==> src/hdl/vec_params.svh <==
`ifndef VEC_PARAMS_SVH
`define VEC_PARAMS_SVH

////////////////////////////////////////
// Convoy geometry
////////////////////////////////////////
`define VEC_SLOTS    8            // Entries per convoy, power of two

// Instruction encoding
`define OPCODE_OP_V  7'b1010111   // Vector arithmetic major opcode

// Datapath widths
`define XLEN         32           // Scalar operand width
`define REG_IDX_W    5            // Register index and uimm5 width

// Operand source codes carried in alu_src
`define SRC_VS       2'b00        // Vector register vs1
`define SRC_RS       2'b01        // Scalar register rs1
`define SRC_IMM      2'b11        // Unsigned immediate

`endif

==> src/hdl/vec_pkg.sv <==
`include "vec_params.svh"

package vec_pkg;

	////////////////////////////////////////
	// Datapath types
	////////////////////////////////////////
	typedef logic [31:0]             instr_t;      // Raw instruction word
	typedef logic [`XLEN-1:0]        xdata_t;      // Scalar operand
	typedef logic [`REG_IDX_W-1:0]   reg_idx_t;    // vd/vs1/vs2/rs1, also uimm5
	typedef logic [5:0]              funct6_t;     // Vector operation select
	typedef logic [1:0]              alu_src_t;    // vs / rs / uimm5

	// Slot bookkeeping
	typedef logic [$clog2(`VEC_SLOTS)-1:0] slot_idx_t;    // Slot number, issue ID
	typedef logic [$clog2(`VEC_SLOTS):0]   slot_count_t;  // 0..VEC_SLOTS filled

	////////////////////////////////////////
	// FSM states
	////////////////////////////////////////
	typedef enum logic [1:0] {
		C_IDLE,       // No convoy open
		C_COLLECT,    // Convoy open, taking vector instrs
		C_HELD        // Convoy closed, waiting for release
	} collect_state_t;

	typedef enum logic [1:0] {
		D_IDLE,       // Nothing to send
		D_ISSUE,      // Walking the buffer
		D_WAIT,       // All sent, waiting for exe_done
		D_RELEASE     // One cycle clear/release pulse
	} dispatch_state_t;

endpackage

==> src/hdl/convoy_buffer.sv <==
`timescale 1ns/1ps
`include "vec_params.svh"

module convoy_buffer import vec_pkg::*; (
	input  logic        reset,        // Clock
	input  logic        clk,          // Async reset, active high
	// Write side, from collector
	input  logic        wr_en,
	input  slot_idx_t   wr_slot,
	input  reg_idx_t    vd,
	input  reg_idx_t    vs1,
	input  reg_idx_t    vs2,
	input  reg_idx_t    rs1_idx,
	input  reg_idx_t    uimm5,
	input  funct6_t     funct6,
	input  alu_src_t    alu_src,
	input  logic        mask_en,
	input  logic        clear,        // Convoy release
	// Read side, to dispatcher
	input  slot_idx_t   rd_slot,
	output reg_idx_t    rd_vd,
	output reg_idx_t    rd_vs1,
	output reg_idx_t    rd_vs2,
	output reg_idx_t    rd_rs1_idx,
	output reg_idx_t    rd_uimm5,
	output funct6_t     rd_funct6,
	output alu_src_t    rd_alu_src,
	output logic        rd_mask_en
);

	// One packed entry per slot
	localparam int ENTRY_W = 5 * $bits(reg_idx_t) + $bits(funct6_t) + $bits(alu_src_t) + 1;

	logic [ENTRY_W-1:0] slots [`VEC_SLOTS];
	logic [ENTRY_W-1:0] wr_entry;

	assign wr_entry = {vd, vs1, vs2, rs1_idx, uimm5, funct6, alu_src, mask_en};

	////////////////////////////////////////
	// Slot registers
	////////////////////////////////////////
	always_ff @(posedge reset or posedge clk) begin
		if (clk) begin
			for (int i = 0; i < `VEC_SLOTS; i++)
				slots[i] <= '0;
		end else if (clear) begin           // Whole convoy gone at once
			for (int i = 0; i < `VEC_SLOTS; i++)
				slots[i] <= '0;
		end else if (wr_en) begin
			slots[wr_slot] <= wr_entry;
		end
	end

	// Combinational read, same packing order as the write
	assign {rd_vd, rd_vs1, rd_vs2, rd_rs1_idx, rd_uimm5,
		rd_funct6, rd_alu_src, rd_mask_en} = slots[rd_slot];

endmodule

==> src/hdl/convoy_dispatcher.sv <==
`timescale 1ns/1ps

module convoy_dispatcher import vec_pkg::*; (
	input  logic          reset,            // Clock
	input  logic          clk,              // Async reset, active high
	// Handover from collector
	input  logic          convoy_ready,
	input  slot_count_t   convoy_len,
	// Entry under issue, from buffer
	input  reg_idx_t      rd_vd,
	input  reg_idx_t      rd_vs1,
	input  reg_idx_t      rd_vs2,
	input  reg_idx_t      rd_rs1_idx,
	input  reg_idx_t      rd_uimm5,
	input  funct6_t       rd_funct6,
	input  alu_src_t      rd_alu_src,
	input  logic          rd_mask_en,
	// Scalar register file
	input  xdata_t        rs1_data,
	// Execution unit status
	input  logic          exe_stall,
	input  logic          exe_done,
	output slot_idx_t     rd_slot,
	output reg_idx_t      rs_sel,
	// Issue port
	output logic          issue_start,
	output slot_idx_t     issue_id,
	output reg_idx_t      issue_vd,
	output reg_idx_t      issue_vs1,
	output reg_idx_t      issue_vs2,
	output reg_idx_t      issue_uimm5,
	output funct6_t       issue_funct6,
	output alu_src_t      issue_alu_src,
	output logic          issue_mask_en,
	output xdata_t        issue_rs1_data,
	output logic          exe_clear,
	output logic          convoy_release,
	output logic          v_stall           // Freezes scalar fetch
);

	dispatch_state_t  state;
	slot_count_t      disp_cnt;         // Next entry to send
	logic             accept;           // Entry taken this edge
	logic             last_entry;
	logic             release_pulse;

	assign accept        = issue_start && !exe_stall;
	assign last_entry    = (disp_cnt == convoy_len - 1'b1);
	assign release_pulse = (state == D_RELEASE);

	////////////////////////////////////////
	// Issue payload
	////////////////////////////////////////
	// Counter only moves on accept, so payload is steady under stall
	assign rd_slot        = slot_idx_t'(disp_cnt);
	assign issue_start    = (state == D_ISSUE);
	assign issue_id       = rd_slot;
	assign issue_vd       = rd_vd;
	assign issue_vs1      = rd_vs1;
	assign issue_vs2      = rd_vs2;
	assign issue_uimm5    = rd_uimm5;
	assign issue_funct6   = rd_funct6;
	assign issue_alu_src  = rd_alu_src;
	assign issue_mask_en  = rd_mask_en;
	assign rs_sel         = rd_rs1_idx;     // XRF read, same cycle
	assign issue_rs1_data = rs1_data;

	// Clear exe unit and free the buffer together
	assign exe_clear      = release_pulse;
	assign convoy_release = release_pulse;

	// High from convoy close through the release cycle
	assign v_stall = convoy_ready || (state != D_IDLE);

	////////////////////////////////////////
	// Dispatch FSM
	////////////////////////////////////////
	always_ff @(posedge reset or posedge clk) begin
		if (clk) begin
			state    <= D_IDLE;
			disp_cnt <= '0;
		end else begin
			case (state)
				D_IDLE: begin
					if (convoy_ready) begin
						state    <= D_ISSUE;
						disp_cnt <= '0;
					end
				end
				D_ISSUE: begin
					if (accept) begin
						if (last_entry)
							state <= D_WAIT;            // Whole convoy handed over
						else
							disp_cnt <= disp_cnt + 1'b1;
					end
				end
				D_WAIT: if (exe_done) state <= D_RELEASE;
				D_RELEASE: begin
					state    <= D_IDLE;
					disp_cnt <= '0;
				end
				default: state <= D_IDLE;
			endcase
		end
	end

endmodule

==> src/hdl/vec_collector.sv <==
`timescale 1ns/1ps
`include "vec_params.svh"

module vec_collector import vec_pkg::*; (
	input  logic           reset,           // Clock
	input  logic           clk,             // Async reset, active high
	input  instr_t         instr,           // From decode stage
	input  logic           instr_valid,
	input  logic           branch_taken,
	input  logic           convoy_release,  // Pulse from dispatcher
	output logic           wr_en,
	output slot_idx_t      wr_slot,
	output reg_idx_t       vd,
	output reg_idx_t       vs1,
	output reg_idx_t       vs2,
	output reg_idx_t       rs1_idx,
	output reg_idx_t       uimm5,
	output funct6_t        funct6,
	output alu_src_t       alu_src,
	output logic           mask_en,
	output logic           convoy_ready,
	output slot_count_t    convoy_len
);

	localparam slot_count_t LAST_SLOT = slot_count_t'(`VEC_SLOTS - 1);

	collect_state_t  state;
	slot_count_t     fill_cnt;          // Entries written into the open convoy
	logic            is_vec;
	logic [2:0]      funct3;

	////////////////////////////////////////
	// OP-V field decode
	////////////////////////////////////////
	assign is_vec  = instr_valid && (instr[6:0] == `OPCODE_OP_V);
	assign funct6  = instr[31:26];
	assign mask_en = ~instr[25];        // vm=0 means masked op
	assign vs2     = instr[24:20];
	assign vs1     = instr[19:15];      // Same bits serve as rs1 and imm
	assign rs1_idx = instr[19:15];
	assign uimm5   = instr[19:15];
	assign funct3  = instr[14:12];
	assign vd      = instr[11:7];

	// Operand category from funct3
	always_comb begin
		case (funct3)
			3'b011:                 alu_src = `SRC_IMM;    // OPIVI
			3'b100, 3'b101, 3'b110: alu_src = `SRC_RS;     // OPIVX, OPFVF, OPMVX
			default:                alu_src = `SRC_VS;     // Vector-vector forms
		endcase
	end

	// Write only while open, a branch kills the instr on that edge
	assign wr_en   = is_vec && (state != C_HELD) && !branch_taken;
	assign wr_slot = slot_idx_t'(fill_cnt);

	// Handover to dispatcher holds until release
	assign convoy_ready = (state == C_HELD);
	assign convoy_len   = fill_cnt;

	////////////////////////////////////////
	// Convoy FSM
	////////////////////////////////////////
	always_ff @(posedge reset or posedge clk) begin
		if (clk) begin
			state    <= C_IDLE;
			fill_cnt <= '0;
		end else begin
			case (state)
				C_IDLE, C_COLLECT: begin
					if (branch_taken) begin             // Drop partial convoy
						state    <= C_IDLE;
						fill_cnt <= '0;
					end else if (wr_en) begin
						fill_cnt <= fill_cnt + 1'b1;
						if (fill_cnt == LAST_SLOT)
							state <= C_HELD;            // Buffer full
						else
							state <= C_COLLECT;
					end else if (instr_valid && (state == C_COLLECT)) begin
						state <= C_HELD;                // Scalar instr ends the run
					end
				end
				C_HELD: begin
					if (convoy_release) begin
						state    <= C_IDLE;
						fill_cnt <= '0;
					end
				end
				default: state <= C_IDLE;
			endcase
		end
	end

endmodule

==> src/hdl/vector_issue_top.sv <==
`timescale 1ns/1ps

module vector_issue_top import vec_pkg::*; (
	input  logic        reset,            // Clock
	input  logic        clk,              // Async reset, active high
	input  instr_t      instr,
	input  logic        instr_valid,
	input  logic        branch_taken,
	input  xdata_t      rs1_data,
	input  logic        exe_stall,
	input  logic        exe_done,
	output logic        v_stall,
	output reg_idx_t    rs_sel,
	output logic        issue_start,
	output slot_idx_t   issue_id,
	output reg_idx_t    issue_vd,
	output reg_idx_t    issue_vs1,
	output reg_idx_t    issue_vs2,
	output reg_idx_t    issue_uimm5,
	output funct6_t     issue_funct6,
	output alu_src_t    issue_alu_src,
	output logic        issue_mask_en,
	output xdata_t      issue_rs1_data,
	output logic        exe_clear
);

	////////////////////////////////////////
	// Internal nets
	////////////////////////////////////////
	logic          wr_en;
	slot_idx_t     wr_slot;
	reg_idx_t      vd, vs1, vs2, rs1_idx, uimm5;
	funct6_t       funct6;
	alu_src_t      alu_src;
	logic          mask_en;
	logic          convoy_ready;
	slot_count_t   convoy_len;
	logic          convoy_release;    // Also clears the buffer
	slot_idx_t     rd_slot;
	reg_idx_t      rd_vd, rd_vs1, rd_vs2, rd_rs1_idx, rd_uimm5;
	funct6_t       rd_funct6;
	alu_src_t      rd_alu_src;
	logic          rd_mask_en;

	vec_collector u_collector (
		.reset(reset), .clk(clk),
		.instr(instr), .instr_valid(instr_valid), .branch_taken(branch_taken),
		.convoy_release(convoy_release),
		.wr_en(wr_en), .wr_slot(wr_slot),
		.vd(vd), .vs1(vs1), .vs2(vs2), .rs1_idx(rs1_idx), .uimm5(uimm5),
		.funct6(funct6), .alu_src(alu_src), .mask_en(mask_en),
		.convoy_ready(convoy_ready), .convoy_len(convoy_len)
	);

	convoy_buffer u_buffer (
		.reset(reset), .clk(clk),
		.wr_en(wr_en), .wr_slot(wr_slot),
		.vd(vd), .vs1(vs1), .vs2(vs2), .rs1_idx(rs1_idx), .uimm5(uimm5),
		.funct6(funct6), .alu_src(alu_src), .mask_en(mask_en),
		.clear(convoy_release),
		.rd_slot(rd_slot),
		.rd_vd(rd_vd), .rd_vs1(rd_vs1), .rd_vs2(rd_vs2), .rd_rs1_idx(rd_rs1_idx),
		.rd_uimm5(rd_uimm5), .rd_funct6(rd_funct6), .rd_alu_src(rd_alu_src),
		.rd_mask_en(rd_mask_en)
	);

	convoy_dispatcher u_dispatcher (
		.reset(reset), .clk(clk),
		.convoy_ready(convoy_ready), .convoy_len(convoy_len),
		.rd_vd(rd_vd), .rd_vs1(rd_vs1), .rd_vs2(rd_vs2), .rd_rs1_idx(rd_rs1_idx),
		.rd_uimm5(rd_uimm5), .rd_funct6(rd_funct6), .rd_alu_src(rd_alu_src),
		.rd_mask_en(rd_mask_en),
		.rs1_data(rs1_data), .exe_stall(exe_stall), .exe_done(exe_done),
		.rd_slot(rd_slot), .rs_sel(rs_sel),
		.issue_start(issue_start), .issue_id(issue_id),
		.issue_vd(issue_vd), .issue_vs1(issue_vs1), .issue_vs2(issue_vs2),
		.issue_uimm5(issue_uimm5), .issue_funct6(issue_funct6),
		.issue_alu_src(issue_alu_src), .issue_mask_en(issue_mask_en),
		.issue_rs1_data(issue_rs1_data),
		.exe_clear(exe_clear), .convoy_release(convoy_release),
		.v_stall(v_stall)
	);

endmodule

==> config.mk <==
export PLATFORM = sky130hd
export DESIGN_NAME = vector_issue_top
export DESIGN_NICKNAME = d
export VERILOG_FILES = /design/src/hdl/vec_pkg.sv /design/src/hdl/convoy_buffer.sv /design/src/hdl/convoy_dispatcher.sv /design/src/hdl/vec_collector.sv /design/src/hdl/vector_issue_top.sv
export VERILOG_INCLUDE_DIRS = /design/src /design/src/hdl
export SDC_FILE = /design/constraint.sdc
export NUM_CORES = 1
export LEC_CHECK = 0
export ABC_AREA = 1
export BUFFER_PORTS_ARGS = -buffer_cell sky130_fd_sc_hd__buf_2
export CAP_MARGIN = 0
export CORE_ASPECT_RATIO = 1.2
export CORE_UTILIZATION = 45
export DETAILED_ROUTE_END_ITERATION = 16
export GPL_TIMING_DRIVEN = 0
export SKIP_CTS_REPAIR_TIMING = 1
export SLEW_MARGIN = 20
export SYNTH_ARGS = -nofsm -noshare
export SYNTH_HDL_FRONTEND = slang
export SYNTH_SLANG_ARGS = --single-unit
==> constraint.sdc <==
create_clock -name reset -period 8.4 [get_ports reset]
set_clock_uncertainty 0.05 [all_clocks]
set_input_delay 0.84 -clock reset [delete_from_list [all_inputs] [get_ports reset]]
set_output_delay 0.84 -clock reset [all_outputs]
set_load 0.01 [all_outputs]
==> impl_metrics.yaml <==
sta:
  rsz0062_at_grt: "false"
  maxSlewHeadroom: 0.335
  min_period_ps: 4110
  hold-worst-slack_ps: 196
  tightest_slew_ps: 989
  clock.fmax_mhz: 243
  finalSetupViolations: 0
  setup-tns-final_ps: 0
  hold_viol: 0
  post-route-period-util: 0.490
  layout_setup_ws_ps: 4290
  maxSlewViolCount: 0
logic_synthesis:
  ys_types: 27
  syn_area_per_cell_um2: 7.57
  netlist.area_leader.share: 0.473
  synth_warnings: 0
  ys_ff_latch: 204
  syn-cell-area_um2: 10800
  synth_cells: 1427
  synth_top_area_cell: "dfrtp_1"
  syn_nets: 1505
  ys_seq_area_frac: 0.473
  synthTopCellsByArea: "dfrtp_1 (47%), nand3_1 (16%), nand2_1 (12%)"
die:
  coreArea_um2: 23400
  die_w_um: 143
  die_y_um: 172
  top_level_ports: 142
  initial_core_util: 0.462
  dieArea_um2: 24600
  rows: 61
pwr:
  power_frac_comb: 0.422
  power_density_nw_per_um2: 290
  p_sw_frac: 0.427
  sequentialPowerShare: 0.285
  p_total_uw: 3620
  p_sw_uw: 1550
  clockPowerShare: 0.293
  ir_drop_uv: 225
  p_int_uw: 2080
  p_leak_uw: 0.00672
layout:
  area_delta_synth_final_pct: 15.8
  final_area_um2: 12500
  final_cell_mix: "nand2_1 (352), nand3_1 (345), dfrtp_1 (204)"
  drive_gt1_frac: 0.149
  nets: 1624
  mostFrequentLayoutCell: "nand2_1"
  insertedDiodeCount: 0
critical_path:
  worstPathMaxFanout: 10
  end_kind: "output port"
  arrival_ps: 3220
  crit_chain: "inv_1 -> clkbuf_1 -> clkbuf_1 -> o21ai_1 -> o22ai_1 -> nand2_1 -> nand2_1 -> buf_2"
  cpMaxStageDelayCell: "clkbuf_1"
  worstSetupPathType: "reg2out"
  required_ps: 7510
  cp-start-kind: "flip-flop"
  cp_slowest_stage_delay_ps: 590
placement:
  hpwl_mm: 26.4
  port_buffers: 91
  pre_cts_ws_ps: 4930
  placed_cell_area_um2: 11700
  place_congestion: 0.917
detailed_routing:
  postRouteAntennaNets: 0
  route.vias.total: 10800
  routedWlPerCell_um: 20.5
  drt_first_pass_iters: 5
  route.detailed.drc: 0
  drt_iter0_markers: 963
  wl_mm: 38.5
  routed_via_density: 5.73
cts:
  cts_buffers: 24
  insertion_delay_ps: 520
  cts_buffer_depth: 3
  cts_sinks: 204
  htreeDepth: 1
  cts_tree: "built"
  clkSlewWorstSetupHoldPaths_ps: 60
  cts-root-buf: "clkbuf_16"
outcome:
  status: "complete, no violations"
global_routing:
  antenna_found_initial: 0
  overflow: 0
  grt_max_degree: 94
  gr-usage-all-layers: 0.320
  grt_pass1_wl_mm: 59.2
  grt_pass1_vias: 10400
worst_hold_path:
  min_path_type: "in2async"
job:
  cap_violations: 0
==> synth_stat cells, drive strengths merged <==
cell / number
nand2: 352
nand3: 345
dfrtp: 204
nor2: 125
o21ai: 119
buf: 91
clkbuf: 80
o22ai: 48
inv: 32
nor3: 10
ha: 8
nand4: 4
a21oi: 3
and2: 1
nor4: 1
o21a: 1
or2: 1
xnor2: 1
xor2: 1
==> critical path, delay by kind of cell (launching register included) <==
family                 cells  cell delay [ps]
buffers and inverters      4             1520
DFF                        1              540
AOI/OAI and AO/OA          2              420
and+or+nand+nor            2              220
==> worst paths after layout <==
kind	start	end	slack, ps	depth (start not counted)
max	u_dispatcher.disp_cnt[1]	issue_vs2[3]	4290	8
min	clk	u_buffer.slots[8]	200	2
max reg2reg	u_dispatcher.state[0]	u_buffer.slots[27]	5750	7
min reg2reg	u_buffer.slots[93]	u_buffer.slots[93]	450	2
max in group asynchronous	clk	u_buffer.slots[129]	6890	4
min in group reset	u_buffer.slots[93]	u_buffer.slots[93]	450	2
==> cell type report <==
type,instances,area [µm²]
plain buffers,171,895
well taps,315,394
fillers,2316,10800
clock inverters,9,75.1
clock buffers,35,723
inverters,32,128
repair buffers,93,510
multi-input cells,1020,4680
flip-flops and latches,204,5100
==> state kept, by name (all words and copies together), names as in the netlist <==
name / count
u_collector.state: 2
u_collector.convoy_len: 4
u_buffer.slots: 192
u_dispatcher.state: 2
u_dispatcher.disp_cnt: 4
==> metal layers <==
layer,vias to the layer above,global-route usage,share of wire
met1,5214,0.404,0.40
li1,4954,-,-
met4,0,0.139,0.039
met2,501,0.541,0.48
met3,93,0.0518,0.080
met5,-,0,0
==> cell families after synthesis <==
| family | Yosys count | share of synthesized area |
|---|---|---|
| adders and majority gates | 8 | 0.00927 |
| AOI/OAI and AO/OA | 171 | 0.0851 |
| buffers and inverters | 203 | 0.0940 |
| xor gates and xnor gates | 2 | 0.00162 |
| DFF | 204 | 0.473 |
| and+or+nand+nor | 839 | 0.337 |
==> power by group through the flow <==
stage	Clock, µW	Sequential, µW	Combinational (µW)
finish	1060	1030	1530
global route	1110	1030	1660
CTS	1070	1030	1510
detailed placement	0	1050	1510
global placement	0	1050	1500
floorplan	0	1040	943
==> stage by stage <==
stage / cells / util
after floorplan: 1427 / -
after global placement: 1833 / 0.499
after detailed placement: 1835 / 0.501
after CTS: 1879 / 0.535
after global routing: 1879 / 0.535
final: 1879 / 0.535
(Power assumes the default switching activity.)
